<file path="src/design/conv_params.svh">
`ifndef CONV_PARAMS_SVH
`define CONV_PARAMS_SVH

// ~~~~~~~~~~~~~~~~~~~~~~~~~~~~~~~~~~~~~~~~~~~~~~~~~~~~~~~~~~~~~~~~~~~~
// convolution geometry and data widths
// ~~~~~~~~~~~~~~~~~~~~~~~~~~~~~~~~~~~~~~~~~~~~~~~~~~~~~~~~~~~~~~~~~~~~
`define CONV_K      5                      // kernel side
`define CONV_TAPS   (`CONV_K * `CONV_K)    // window and kernel entries
`define PIX_W       6                      // pixel and coefficient width
`define SUM_W       18                     // result width, holds 25 x 63 x 63

// ~~~~~~~~~~~~~~~~~~~~~~~~~~~~~~~~~~~~~~~~~~~~~~~~~~~~~~~~~~~~~~~~~~~~
// result buffer and bus
// ~~~~~~~~~~~~~~~~~~~~~~~~~~~~~~~~~~~~~~~~~~~~~~~~~~~~~~~~~~~~~~~~~~~~
`define FIFO_DEPTH  8                      // result entries
`define FIFO_CW     ($clog2(`FIFO_DEPTH + 1))  // count width, 0..depth
`define WB_AW       8                      // word address width
`define WB_DW       32                     // data width, full words only

`endif

</file>
<file path="src/design/conv_types_pkg.sv">
`include "conv_params.svh"

package conv_types_pkg;

  // one image sample and one kernel weight, both unsigned
  typedef logic [`PIX_W-1:0] pixel_t;
  typedef logic [`PIX_W-1:0] coef_t;

  typedef logic [2*`PIX_W-1:0] product_t;  // full 6x6 product
  typedef logic [`SUM_W-1:0] sum_t;

  // pushed column, row 0 in the low bits
  typedef logic [`CONV_K*`PIX_W-1:0] column_t;

endpackage

</file>
<file path="src/design/wb_map_pkg.sv">
`include "conv_params.svh"

package wb_map_pkg;

  typedef enum logic [2:0] {
    op_none,
    op_ctrl,
    op_status,
    op_column,
    op_result,
    op_kernel
  } reg_op_e;

  typedef enum logic {
    st_idle,
    st_ack
  } bus_state_e;

  // word addresses
  localparam logic [`WB_AW-1:0] adr_ctrl    = 'h00;
  localparam logic [`WB_AW-1:0] adr_status  = 'h01;
  localparam logic [`WB_AW-1:0] adr_column  = 'h02;
  localparam logic [`WB_AW-1:0] adr_result  = 'h03;
  localparam logic [`WB_AW-1:0] kernel_base = 'h20;  // 25 coefficients follow

  function automatic reg_op_e decode_op(input logic [`WB_AW-1:0] adr);
    if (adr == adr_ctrl) return op_ctrl;
    if (adr == adr_status) return op_status;
    if (adr == adr_column) return op_column;
    if (adr == adr_result) return op_result;
    if (adr >= kernel_base && adr < kernel_base + `CONV_TAPS) return op_kernel;
    return op_none;  // acks, reads zero
  endfunction

endpackage

</file>
<file path="src/design/conv_wb_decode.sv">
`timescale 1ns/1ps
`include "conv_params.svh"

module conv_wb_decode (
  input  logic                                       clk,
  input  logic                                       rst_n,
  input  logic                                       wb_cyc,
  input  logic                                       wb_stb,
  input  logic                                       wb_we,
  input  logic [`WB_AW-1:0]                          wb_adr,
  input  logic [`WB_DW-1:0]                          wb_dat_w,
  output logic [`WB_DW-1:0]                          wb_dat_r,
  output logic                                       wb_ack,
  output logic                                       shift,
  output conv_types_pkg::column_t                    column,
  output logic                                       win_clear,
  output logic                                       compute,
  output conv_types_pkg::coef_t [`CONV_TAPS-1:0]     kernel,
  output logic                                       pop,
  output logic                                       ovf_clear,
  input  conv_types_pkg::sum_t                       head,
  input  logic [`FIFO_CW-1:0]                        count,
  input  logic                                       overflow,
  input  logic                                       win_full
);

  localparam int kiw = $clog2(`CONV_TAPS);

  wb_map_pkg::bus_state_e state, state_nxt;
  wb_map_pkg::reg_op_e    op;

  logic           enable;
  logic           wr_acc;
  logic           rd_acc;
  logic [kiw-1:0] kidx;

  assign op     = wb_map_pkg::decode_op(wb_adr);
  assign kidx   = kiw'(wb_adr - wb_map_pkg::kernel_base);  // coefficient index
  assign wb_ack = (state == wb_map_pkg::st_ack);
  assign wr_acc = wb_ack && wb_we;   // access completes in the ack cycle
  assign rd_acc = wb_ack && !wb_we;

  // ~~~~~~~~~~~~~~~~~~~~~~~~~~~~~~~~~~~~~~~~~~~~~~~~~~~~~~~~~~~~~~~~~~
  // bus phase
  // ~~~~~~~~~~~~~~~~~~~~~~~~~~~~~~~~~~~~~~~~~~~~~~~~~~~~~~~~~~~~~~~~~~
  always_comb begin
    state_nxt = state;
    case (state)
      wb_map_pkg::st_idle: if (wb_cyc && wb_stb) state_nxt = wb_map_pkg::st_ack;
      wb_map_pkg::st_ack:  state_nxt = wb_map_pkg::st_idle;  // one ack per request
      default:             state_nxt = wb_map_pkg::st_idle;
    endcase
  end

  always_ff @(posedge clk or negedge rst_n) begin
    if (!rst_n) begin
      state <= wb_map_pkg::st_idle;
    end else begin
      state <= state_nxt;
    end
  end

  // ~~~~~~~~~~~~~~~~~~~~~~~~~~~~~~~~~~~~~~~~~~~~~~~~~~~~~~~~~~~~~~~~~~
  // control and kernel registers
  // ~~~~~~~~~~~~~~~~~~~~~~~~~~~~~~~~~~~~~~~~~~~~~~~~~~~~~~~~~~~~~~~~~~
  always_ff @(posedge clk or negedge rst_n) begin
    if (!rst_n) begin
      enable <= 1'b0;
      kernel <= '0;
    end else if (wr_acc) begin
      if (op == wb_map_pkg::op_ctrl) enable <= wb_dat_w[0];
      if (op == wb_map_pkg::op_kernel) kernel[kidx] <= wb_dat_w[`PIX_W-1:0];
    end
  end

  assign compute = enable;

  // datapath strobes, one cycle wide since ack is
  assign shift     = wr_acc && (op == wb_map_pkg::op_column);
  assign column    = wb_dat_w[`CONV_K*`PIX_W-1:0];  // master holds data through ack
  assign win_clear = wr_acc && (op == wb_map_pkg::op_ctrl) && wb_dat_w[1];
  assign ovf_clear = wr_acc && (op == wb_map_pkg::op_ctrl) && wb_dat_w[2];
  assign pop       = rd_acc && (op == wb_map_pkg::op_result);

  // read mux
  always_comb begin
    case (op)
      wb_map_pkg::op_ctrl:   wb_dat_r = `WB_DW'(enable);
      wb_map_pkg::op_status: wb_dat_r = `WB_DW'({enable, win_full, overflow, count});
      wb_map_pkg::op_result: wb_dat_r = `WB_DW'(head);   // zero when empty
      wb_map_pkg::op_kernel: wb_dat_r = `WB_DW'(kernel[kidx]);
      default:               wb_dat_r = '0;  // column writes and unmapped words
    endcase
  end

  a_single_ack: assert property (@(posedge clk) disable iff (!rst_n)
    wb_ack |=> !wb_ack);

endmodule

</file>
<file path="src/design/conv_window.sv">
`timescale 1ns/1ps
`include "conv_params.svh"

module conv_window (
  input  logic                                    clk,
  input  logic                                    rst_n,
  input  logic                                    shift,
  input  conv_types_pkg::column_t                 column,
  input  logic                                    win_clear,
  input  logic                                    compute,
  output logic                                    win_valid,
  output logic                                    win_full,
  output conv_types_pkg::pixel_t [`CONV_TAPS-1:0] window   // index row*K + col
);

  localparam int fw = $clog2(`CONV_K + 1);

  logic [fw-1:0] fill;  // loaded columns, saturates at K

  assign win_full = (fill == fw'(`CONV_K));

  always_ff @(posedge clk or negedge rst_n) begin
    if (!rst_n) begin
      fill      <= '0;
      win_valid <= 1'b0;
    end else begin
      // launch when this shift completes the window
      win_valid <= shift && compute && (fill >= fw'(`CONV_K - 1));
      if (win_clear) begin
        fill <= '0;
      end else if (shift && !win_full) begin
        fill <= fill + 1'b1;
      end
    end
  end

  // shift toward column 0, newest column enters at K-1
  always_ff @(posedge clk) begin
    if (shift) begin
      for (int r = 0; r < `CONV_K; r++) begin
        for (int c = 0; c < `CONV_K - 1; c++) begin
          window[r*`CONV_K + c] <= window[r*`CONV_K + c + 1];
        end
        window[r*`CONV_K + `CONV_K - 1] <= column[r*`PIX_W +: `PIX_W];
      end
    end
  end

  a_valid_after_shift: assert property (@(posedge clk) disable iff (!rst_n)
    win_valid |-> $past(shift));

endmodule

</file>
<file path="src/design/conv_mac_tree.sv">
`timescale 1ns/1ps
`include "conv_params.svh"

module conv_mac_tree (
  input  logic                                    clk,
  input  logic                                    rst_n,
  input  logic                                    win_valid,
  input  conv_types_pkg::pixel_t [`CONV_TAPS-1:0] window,
  input  conv_types_pkg::coef_t  [`CONV_TAPS-1:0] kernel,
  output logic                                    sum_valid,
  output conv_types_pkg::sum_t                    sum
);

  conv_types_pkg::product_t [`CONV_TAPS-1:0] prod_q;
  logic                                      prod_valid;

  // adder tree levels for 25 terms
  conv_types_pkg::sum_t lvl1 [13];
  conv_types_pkg::sum_t lvl2 [7];
  conv_types_pkg::sum_t lvl3 [4];
  conv_types_pkg::sum_t lvl4 [2];
  conv_types_pkg::sum_t tree_sum;

  // ~~~~~~~~~~~~~~~~~~~~~~~~~~~~~~~~~~~~~~~~~~~~~~~~~~~~~~~~~~~~~~~~~~
  // stage 1: products
  // ~~~~~~~~~~~~~~~~~~~~~~~~~~~~~~~~~~~~~~~~~~~~~~~~~~~~~~~~~~~~~~~~~~
  always_ff @(posedge clk) begin
    for (int i = 0; i < `CONV_TAPS; i++) begin
      prod_q[i] <= conv_types_pkg::product_t'(window[i]) *
                   conv_types_pkg::product_t'(kernel[i]);  // kernel sampled here
    end
  end

  // ~~~~~~~~~~~~~~~~~~~~~~~~~~~~~~~~~~~~~~~~~~~~~~~~~~~~~~~~~~~~~~~~~~
  // stage 2: balanced reduction 25 -> 13 -> 7 -> 4 -> 2 -> 1
  // ~~~~~~~~~~~~~~~~~~~~~~~~~~~~~~~~~~~~~~~~~~~~~~~~~~~~~~~~~~~~~~~~~~
  always_comb begin
    for (int i = 0; i < 12; i++) begin
      lvl1[i] = conv_types_pkg::sum_t'(prod_q[2*i]) +
                conv_types_pkg::sum_t'(prod_q[2*i+1]);
    end
    lvl1[12] = conv_types_pkg::sum_t'(prod_q[24]);  // odd term passes
    for (int i = 0; i < 6; i++) begin
      lvl2[i] = lvl1[2*i] + lvl1[2*i+1];
    end
    lvl2[6] = lvl1[12];
    for (int i = 0; i < 3; i++) begin
      lvl3[i] = lvl2[2*i] + lvl2[2*i+1];
    end
    lvl3[3] = lvl2[6];
    lvl4[0] = lvl3[0] + lvl3[1];
    lvl4[1] = lvl3[2] + lvl3[3];
    tree_sum = lvl4[0] + lvl4[1];
  end

  always_ff @(posedge clk) begin
    sum <= tree_sum;
  end

  // valid pipe, one bit per stage so back-to-back windows overlap
  always_ff @(posedge clk or negedge rst_n) begin
    if (!rst_n) begin
      prod_valid <= 1'b0;
      sum_valid  <= 1'b0;
    end else begin
      prod_valid <= win_valid;
      sum_valid  <= prod_valid;
    end
  end

endmodule

</file>
<file path="src/design/conv_result_fifo.sv">
`timescale 1ns/1ps
`include "conv_params.svh"

module conv_result_fifo (
  input  logic                 clk,
  input  logic                 rst_n,
  input  logic                 sum_valid,
  input  conv_types_pkg::sum_t sum,
  input  logic                 pop,
  input  logic                 ovf_clear,
  output conv_types_pkg::sum_t head,
  output logic [`FIFO_CW-1:0]  count,
  output logic                 overflow
);

  localparam int aw = $clog2(`FIFO_DEPTH);

  conv_types_pkg::sum_t mem [`FIFO_DEPTH];

  logic [aw-1:0] wr_ptr;
  logic [aw-1:0] rd_ptr;
  logic          empty;
  logic          full;
  logic          push;
  logic          do_pop;

  assign empty  = (count == '0);
  assign full   = (count == `FIFO_CW'(`FIFO_DEPTH));
  assign push   = sum_valid && !full;  // no stall path, full drops
  assign do_pop = pop && !empty;
  assign head   = empty ? '0 : mem[rd_ptr];

  always_ff @(posedge clk) begin
    if (push) mem[wr_ptr] <= sum;
  end

  always_ff @(posedge clk or negedge rst_n) begin
    if (!rst_n) begin
      wr_ptr   <= '0;
      rd_ptr   <= '0;
      count    <= '0;
      overflow <= 1'b0;
    end else begin
      if (push) wr_ptr <= wr_ptr + 1'b1;  // power-of-two depth wraps
      if (do_pop) rd_ptr <= rd_ptr + 1'b1;
      case ({push, do_pop})
        2'b10:   count <= count + 1'b1;
        2'b01:   count <= count - 1'b1;
        default: count <= count;
      endcase
      if (sum_valid && full) begin
        overflow <= 1'b1;  // sticky, set wins over clear
      end else if (ovf_clear) begin
        overflow <= 1'b0;
      end
    end
  end

  a_count_bound: assert property (@(posedge clk) disable iff (!rst_n)
    count <= `FIFO_CW'(`FIFO_DEPTH));

endmodule

</file>
<file path="src/design/conv_accel_top.sv">
`timescale 1ns/1ps
`include "conv_params.svh"

module conv_accel_top (
  input  logic              clk,
  input  logic              rst_n,
  input  logic              wb_cyc,
  input  logic              wb_stb,
  input  logic              wb_we,
  input  logic [`WB_AW-1:0] wb_adr,
  input  logic [`WB_DW-1:0] wb_dat_w,
  output logic [`WB_DW-1:0] wb_dat_r,
  output logic              wb_ack
);

  logic                                    shift;
  conv_types_pkg::column_t                 column;
  logic                                    win_clear;
  logic                                    compute;
  conv_types_pkg::coef_t [`CONV_TAPS-1:0]  kernel;
  logic                                    pop;
  logic                                    ovf_clear;
  conv_types_pkg::sum_t                    head;
  logic [`FIFO_CW-1:0]                     count;
  logic                                    overflow;
  logic                                    win_full;
  logic                                    win_valid;
  conv_types_pkg::pixel_t [`CONV_TAPS-1:0] window;
  logic                                    sum_valid;
  conv_types_pkg::sum_t                    sum;

  conv_wb_decode decode_i (
    .clk, .rst_n,
    .wb_cyc, .wb_stb, .wb_we, .wb_adr, .wb_dat_w, .wb_dat_r, .wb_ack,
    .shift, .column, .win_clear, .compute, .kernel,
    .pop, .ovf_clear, .head, .count, .overflow, .win_full
  );

  // execute, shift to sum_valid is 3 cycles
  conv_window window_i (
    .clk, .rst_n,
    .shift, .column, .win_clear, .compute,
    .win_valid, .win_full, .window
  );

  conv_mac_tree mac_i (
    .clk, .rst_n,
    .win_valid, .window, .kernel,
    .sum_valid, .sum
  );

  conv_result_fifo fifo_i (
    .clk, .rst_n,
    .sum_valid, .sum, .pop, .ovf_clear,
    .head, .count, .overflow
  );

endmodule

</file>
<file path="config.mk">
export PLATFORM = sky130hd
export DESIGN_NAME = conv_accel_top
export DESIGN_NICKNAME = d
export VERILOG_FILES = /design/src/design/conv_types_pkg.sv /design/src/design/wb_map_pkg.sv /design/src/design/conv_wb_decode.sv /design/src/design/conv_window.sv /design/src/design/conv_mac_tree.sv /design/src/design/conv_result_fifo.sv /design/src/design/conv_accel_top.sv
export VERILOG_INCLUDE_DIRS = /design/src /design/src/design
export SDC_FILE = /design/constraint.sdc
export NUM_CORES = 2
export LEC_CHECK = 0
export BUFFER_PORTS_ARGS = -buffer_cell sky130_fd_sc_hd__buf_2
export CORE_MARGIN = 5
export CORE_UTILIZATION = 35
export CTS_BUF_LIST = sky130_fd_sc_hd__clkbuf_16
export CTS_CLUSTER_SIZE = 14
export DETAILED_ROUTE_END_ITERATION = 8
export PLACE_DENSITY_LB_ADDON = 0.15
export SYNTH_ARGS = -nofsm -noshare
export SYNTH_HDL_FRONTEND = slang
export SYNTH_SLANG_ARGS = --single-unit
</file>
<file path="constraint.sdc">
create_clock -name clk -period 16.6 [get_ports clk]
set_input_delay 2.49 -clock clk [delete_from_list [all_inputs] [get_ports clk]]
set_output_delay 2.49 -clock clk [all_outputs]
set_load 0.02 [all_outputs]
</file>
After elaboration in Yosys (flattened, before gate mapping)
Memories as Yosys holds them, arrays and structs flattened.
Index checks and enable logic that the tools add are counted.
{ "word_totals": {"ff_bits": 637, "ram_bits": 144, "in_bits": 45, "out_inout_bits": 33, "elab_cells": 228, "memories": 1} }
{ "classes": {"addsub": 30, "multipliers": 25, "magnitude_cmp": 5, "n_eq_ne": 12, "n_mux": 41, "bitwise": 1, "reduce_logical": 27} }
{ "memory_table": {"columns": ["memory", "words", "width", "read_ports", "rd_clocked_by_memory_dff", "write_ports", "line_no", "source"], "rows": [
  ["fifo_i.mem", 8, 18, 1, 0, 1, "conv_result_fifo.sv:18", "conv_types_pkg::sum_t mem [`FIFO_DEPTH];"]
]} }
{ "op_table": {"columns": ["operator", "count"], "rows": [
  ["6-bit by 6-bit multiplier with 12-bit output", 25],
  ["18-bit adder", 11],
  ["12-bit by 12-bit adder with 13-bit output", 12],
  ["150-bit bitwise mux", 1],
  ["18-bit one-hot mux with 4 select lines", 1],
  ["3-bit 2-to-1 mux", 12],
  ["6-bit binary-select mux with 5-bit select", 1],
  ["6-bit demux with 5-bit select", 1],
  ["1-bit 2-to-1 mux", 20],
  ["18-bit by 12-bit adder with 18-bit output", 1],
  ["18-bit 2-to-1 mux", 1],
  ["8-bit by 2-bit equality test with 1-bit output, second input constant", 2],
  ["1-bit logical AND", 16],
  ["6-bit 2-to-1 mux", 2],
  ["3-bit by 1-bit adder with 3-bit output, second input constant", 3],
  ["3-bit equality test, second input constant", 3],
  ["8-bit by 1-bit equality test with 1-bit output, second input constant", 1],
  ["8-bit by 6-bit greater-or-equal comparator with 1-bit output, second input constant", 1],
  ["8-bit zero test", 1],
  ["8-bit by 6-bit less-than comparator with 1-bit output, second input constant", 1],
  ["4-bit one-hot mux with 2 select lines", 1],
  ["3-bit by 2-bit equality test with 1-bit output, second input constant", 2],
  ["5-bit by 6-bit less-than comparator with 1-bit output, second input constant", 1],
  ["2-bit nonzero test", 3],
  ["other kinds (14)", 18]
]} }

Logic depth before layout (Yosys ltp)
{ "depth": {"word_depth": 22, "ltp_mapped": 26, "depth_no_buf": 25} }

Modules after synthesis
From an unflattened synthesis, not the netlist that was laid out.
{ "hier_totals": {"cells_unflattened": 5342, "area_unflattened_um2": 59473.3} }
{ "modules_own_cells": {"columns": ["mod", "instances", "cells_each", "area_per_inst_um2", "seq_area_each_um2"], "rows": [
  ["conv_mac_tree", 1, 4301, 40742.8, 6396.1],
  ["conv_wb_decode", 1, 581, 7896.3, 3803.6],
  ["conv_result_fifo", 1, 291, 6107.1, 4599.4],
  ["conv_window", 1, 169, 4727.0, 4604.4]
]} }

Worst setup path after synthesis
Ideal clock, no wire load.
{ "synth_path": {"path_kind": "input port to output port", "from": "in wb_adr[1]", "to": "out wb_dat_r[0]", "t_arrival_ns": 4.182, "required_time_ns": 14.110, "slack_ns": 9.928, "cell_stages": 7, "path_buffers": 3, "cell_sequence": "buf_2 > buf_2 > clkbuf_1 > mux4_2 > o22ai_1 > nor3_1 > a32o_1"} }
{ "synth_between": {"elab_chain_cells": 14, "word_cells_on_any_way": 39, "classes_between": "add/sub: 1; order compare: 2; eq/ne: 7; mux: 27; reduce/logical: 2"} }
{ "synth_rtl": {"columns": ["item", "line_no", "source"], "rows": [
  ["from (decl)", "conv_accel_top.sv:10", "input logic [`WB_AW-1:0] wb_adr,"],
  ["8-bit by 6-bit greater-or-equal comparator with 1-bit output / 8-bit by 6-bit less-than comparator with 1-bit output (equally long branches)", null, null],
  ["1-bit logical AND (no source line)", null, null],
  ["1-bit 2-to-1 mux (2 in a row)", "wb_map_pkg.sv:31", "if (adr >= kernel_base && adr < kernel_base + `CONV_TAPS) return op_kernel;"],
  ["1-bit 2-to-1 mux", "wb_map_pkg.sv:30", "if (adr == adr_result) return op_result;"],
  ["1-bit 2-to-1 mux", "wb_map_pkg.sv:29", "if (adr == adr_column) return op_column;"],
  ["1-bit 2-to-1 mux", "wb_map_pkg.sv:28", "if (adr == adr_status) return op_status;"],
  ["3-bit 2-to-1 mux", "wb_map_pkg.sv:32", "return op_none;"],
  ["3-bit 2-to-1 mux", "wb_map_pkg.sv:31", null],
  ["3-bit 2-to-1 mux", "wb_map_pkg.sv:30", null],
  ["3-bit 2-to-1 mux", "wb_map_pkg.sv:29", null],
  ["3-bit 2-to-1 mux", "wb_map_pkg.sv:28", null],
  ["3-bit equality test, or another cell as far along", "conv_wb_decode.sv:87", "case (op)"],
  ["18-bit one-hot mux with 4 select lines *", "conv_wb_decode.sv:87", null],
  ["to (decl)", "conv_accel_top.sv:12", "output logic [`WB_DW-1:0] wb_dat_r,"]
]} }
Mark *: on every way between the ends. The rest lies on a longest branch, timed or not. The select of a mux whose other input is x is not followed.

Final worst setup path
{ "layout_path": {"from": "in wb_adr[0]", "to": "out wb_dat_r[5]"} }
The elaborated chain is that of the path after synthesis.

==> impl_metrics.prom <==
# TYPE chip_impl_metric gauge
chip_impl_info{name="outcome",value="completed"} 1
chip_impl_metric{name="post_cts.repair.setup_buffers",unit=""} 0
chip_impl_metric{name="clock_path_buffers",unit=""} 3
chip_impl_metric{name="die_w",unit="um"} 420
chip_impl_metric{name="cp.required",unit="ns"} 14.11
chip_impl_metric{name="core.rowCount",unit=""} 150
chip_impl_metric{name="final.period_utilization",unit=""} 0.466
chip_impl_info{name="crit_slowest_cell",value="sky130_fd_sc_hd__mux4_2"} 1
chip_impl_metric{name="top_level_ports",unit=""} 78
chip_impl_metric{name="p_leak",unit="uW"} 0.0320
chip_impl_metric{name="post_synthesis_async_set_or_reset_flop_share",unit=""} 0.219
chip_impl_metric{name="core_area",unit="um^2"} 167000
chip_impl_info{name="hold_path.class",value="flop to flop"} 1
chip_impl_metric{name="rr_worst_depth",unit=""} 24
chip_impl_metric{name="detailedPlacementHpwl",unit="um"} 118000
chip_impl_metric{name="p_sw",unit="uW"} 1120
chip_impl_metric{name="clkTransAtPathRegs",unit="ns"} 0.07
chip_impl_info{name="critical_path_class",value="input pin to output pin"} 1
chip_impl_info{name="endpoint_kind",value="output pin"} 1
chip_impl_info{name="crit_path_frequent_cell",value="sky130_fd_sc_hd__buf_2"} 1
chip_impl_metric{name="preCtsSetupSlack",unit="ns"} 8.87
chip_impl_info{name="clock_tree_from_tritoncts",value="done"} 1
chip_impl_metric{name="timing.clock.skew",unit="ns"} 0.0283
chip_impl_metric{name="power.share.sequential",unit=""} 0.464
chip_impl_metric{name="worst_path_largest_cell_delay",unit="ns"} 0.68
chip_impl_metric{name="tritoncts.num_buffers",unit=""} 95
chip_impl_metric{name="dr_iter_0_viols",unit=""} 1805
chip_impl_metric{name="grt_overflow_total",unit=""} 0
chip_impl_metric{name="synth_sequential_area_ratio",unit=""} 0.325
chip_impl_info{name="postSynth.topFlopCell",value="sky130_fd_sc_hd__dfxtp_1"} 1
chip_impl_metric{name="timing.max_slew.rel_slack",unit=""} 0.174
chip_impl_metric{name="max_freq",unit="MHz"} 129
chip_impl_metric{name="portBuffers",unit=""} 60
chip_impl_metric{name="worstPathMaxFanout",unit=""} 42
chip_impl_metric{name="post-synth-top-area-fraction",unit=""} 0.196
chip_impl_metric{name="antenna_violations_before_repair",unit=""} 10
chip_impl_metric{name="yosysWarningCount",unit=""} 0
chip_impl_info{name="kind_of_launch_point_of_the_worst_setup_path",value="input pin"} 1
chip_impl_metric{name="finalWorstPathRequiredPeriod",unit="ns"} 7.73
chip_impl_metric{name="ant_nets",unit=""} 0
chip_impl_metric{name="drt_wl_total",unit="um"} 152000
chip_impl_info{name="layout.cells.most_common_list",value="696 x sky130_fd_sc_hd__inv_1, 674 x sky130_fd_sc_hd__ha_1, 600 x sky130_fd_sc_hd__nand2_1"} 1
chip_impl_metric{name="comb_power_share",unit=""} 0.072
chip_impl_metric{name="postSynthCellCount",unit=""} 5323
chip_impl_metric{name="switching_share",unit=""} 0.254
chip_impl_metric{name="clkLatencyLatePin",unit="ns"} 0.72
chip_impl_metric{name="grt_max_degree",unit=""} 64
chip_impl_metric{name="mean_syn_cell_area",unit="um^2"} 11.1
chip_impl_info{name="critical-path-top-delay-family",value="multiplexers"} 1
chip_impl_metric{name="max_cap_viol_count",unit=""} 0
chip_impl_metric{name="detail_route.wl_per_cell",unit="um"} 19.6
chip_impl_info{name="ys_top_cells_by_area",value="sky130_fd_sc_hd__fa_1 20%, sky130_fd_sc_hd__edfxtp_1 15%, sky130_fd_sc_hd__ha_1 14%"} 1
chip_impl_info{name="synth.largest_area_cell",value="sky130_fd_sc_hd__fa_1"} 1
chip_impl_metric{name="grt_pass1_wl",unit="um"} 238000
chip_impl_metric{name="post_route_cells_drive_above_1_share",unit=""} 0.0886
chip_impl_metric{name="detail_route.vias_per_cell",unit=""} 4.87
chip_impl_metric{name="die_height",unit="um"} 420
chip_impl_metric{name="number_of_flops_mapped_to_enable_cells_by_yosys",unit=""} 286
chip_impl_metric{name="hold_path_depth",unit=""} 0
chip_impl_metric{name="critical_path_cell_count",unit=""} 8
chip_impl_metric{name="syn_to_final_growth",unit="%"} 10.4
chip_impl_metric{name="global_routing_usage_summed_across_all_routing_layers",unit=""} 0.177
chip_impl_metric{name="cp_data_arrival_time",unit="ns"} 5.24
chip_impl_metric{name="finalSetupViolCount",unit=""} 0
chip_impl_metric{name="fin_setup_tns",unit="ns"} 0
chip_impl_metric{name="gp_congestion",unit=""} 0.854
chip_impl_metric{name="drcViolationCount",unit=""} 0
chip_impl_metric{name="routed-via-count",unit=""} 37721
chip_impl_metric{name="yosys.cell_types.count",unit=""} 71
chip_impl_metric{name="start_util",unit=""} 0.352
chip_impl_metric{name="power.internal",unit="uW"} 3310
chip_impl_metric{name="design.die.area",unit="um^2"} 177000
chip_impl_metric{name="power_density_normalized_to_cell_area",unit="nW/um^2"} 68.1
chip_impl_metric{name="h-tree-depth",unit=""} 3
chip_impl_metric{name="clock_power_share",unit=""} 0.464
chip_impl_metric{name="dr.pass1.iters",unit=""} 5
chip_impl_metric{name="mappedNetlistArea",unit="um^2"} 58900
chip_impl_info{name="layout.cells.most_common",value="sky130_fd_sc_hd__inv_1"} 1
chip_impl_metric{name="worst_slew_pin_slew",unit="ns"} 1.23
chip_impl_metric{name="final-hold-violation-count",unit=""} 0
chip_impl_metric{name="postSynthRegisterBits",unit=""} 772
chip_impl_metric{name="post_dp_cell_area",unit="um^2"} 61900
chip_impl_metric{name="slew_violations",unit=""} 0
chip_impl_metric{name="finalWorstSetupSlack",unit="ns"} 8.87
chip_impl_metric{name="postLayoutCellArea",unit="um^2"} 65000
chip_impl_info{name="crit_path_cell_trace",value="buf_2, buf_4, mux4_2, mux2i_1, nand2_1, nand3_1, o211ai_1, buf_2"} 1
chip_impl_info{name="unrepaired_setup_endpoints_after_global_routing",value="false"} 1
chip_impl_metric{name="cts_resized",unit=""} 0
chip_impl_metric{name="peakVddDrop",unit="V"} 0.0000714
chip_impl_metric{name="path_buf_inv",unit=""} 3
chip_impl_metric{name="nNetsFinal",unit=""} 6754
chip_impl_metric{name="grt_pass1_vias",unit=""} 39633
chip_impl_metric{name="post_cts_hold_buffers",unit=""} 0
chip_impl_metric{name="number_of_sinks_driven_by_the_clock_tree",unit=""} 772
chip_impl_info{name="clock_tree.root_cell",value="sky130_fd_sc_hd__clkbuf_16"} 1
-- through the flow --
| step | utilization | hold slack [ns] | total power (uW) | cells |
|---|---|---|---|---|
| after floorplan | - | 0.331 | 2290 | 5337 |
| after global placement | 0.370 | 0.332 | 2410 | 7565 |
| after detailed placement | 0.370 | 0.338 | 2410 | 7565 |
| after CTS | 0.389 | 0.345 | 4510 | 7743 |
| after global routing | 0.389 | 0.342 | 4620 | 7747 |
| final | 0.389 | 0.339 | 4430 | 7751 |
-- cell type report --
cell class | count | area [um^2]
Fill cell | 16472 | 102000
Multi-Input combinational cell | 3828 | 37000
Sequential cell | 772 | 19200
Tap cell | 2204 | 2760
Inverter | 678 | 2540
Clock buffer | 100 | 2500
Clock inverter | 78 | 586
Timing Repair Buffer | 83 | 482
Antenna cell | 8 | 20.0
-- worst register-to-register path, delay by kind of cell, from the launching register on --
kind	cells	cell delay, ns
DFF	1	0.31
and+or+nand+nor	4	0.84
buffers and inverters	4	0.20
xor gates and xnor gates	1	0.48
adders and majority gates	8	3.45
AOI/OAI and AO/OA	7	1.44
-- cells by family after synthesis --
group                      synth area share
AOI/OAI and AO/OA                    0.0550
xor gates and xnor gates             0.0457
adders and majority gates             0.339
buffers and inverters                0.0484
DFF                                   0.325
muxes                                0.0615
other                             0.0000637
and+or+nand+nor                       0.124
-- flip-flops by register name (all words and copies together), names as in the netlist, 3 cells and up --
register	flops
decode_i.kernel	150
fifo_i.count	4
fifo_i.mem	136
fifo_i.rd_ptr	3
fifo_i.wr_ptr	3
mac_i.lvl1	12
mac_i.prod_q	288
mac_i.sum	17
window_i.fill	3
window_i.window	150
-- path summary, 6_finish.rpt --
check                      slack (ns)              endpoint          startpoint
min in group asynchronous        1.74       fifo_i.overflow               rst_n
min reg2reg                      0.34      mac_i.prod_valid  window_i.win_valid
max in group asynchronous       13.54  decode_i.kernel[110]               rst_n
max                              8.87           wb_dat_r[5]           wb_adr[0]
max reg2reg                      9.68         mac_i.sum[12]    mac_i.prod_q[24]
min                              0.34      mac_i.prod_valid  window_i.win_valid
-- power by group through the flow --
| stage | logic [uW] | registers, uW | clock network [uW] |
|---|---|---|---|
| floorplan | 213 | 2070 | 0 |
| global placement | 316 | 2090 | 0 |
| detailed placement | 318 | 2100 | 0 |
| CTS | 321 | 2060 | 2130 |
| global route | 358 | 2060 | 2200 |
| finish | 318 | 2060 | 2060 |
-- cell usage after synthesis, drive strengths merged (13+ instances only) --
cell type and n:
a211oi 32, a21o 94, a21oi 157, a31oi 13
and2 488, buf 34, clkbuf 25, dfrtp 169
dfxtp 317, edfxtp 286, fa 577, ha 674
inv 678, mux2 152, mux2i 33, mux4 70
nand2 601, nand2b 14, nand3 32, nor2 203
nor2b 41, nor3 48, o21a 20, o21ai 94
o41ai 20, or2 15, or4 18, xnor2 212
xor2 95
-- metal layers --
metal  wire [um]  vias up  share of wire  global-route usage
met5           0        -              0                   0
met4        4400        0          0.029              0.0509
met1       70100    19064           0.46               0.240
met3        4970      192          0.033              0.0219
met2       72600      542           0.48               0.298
li1            -    17923              -                   -
(Power assumes the default switching activity.)
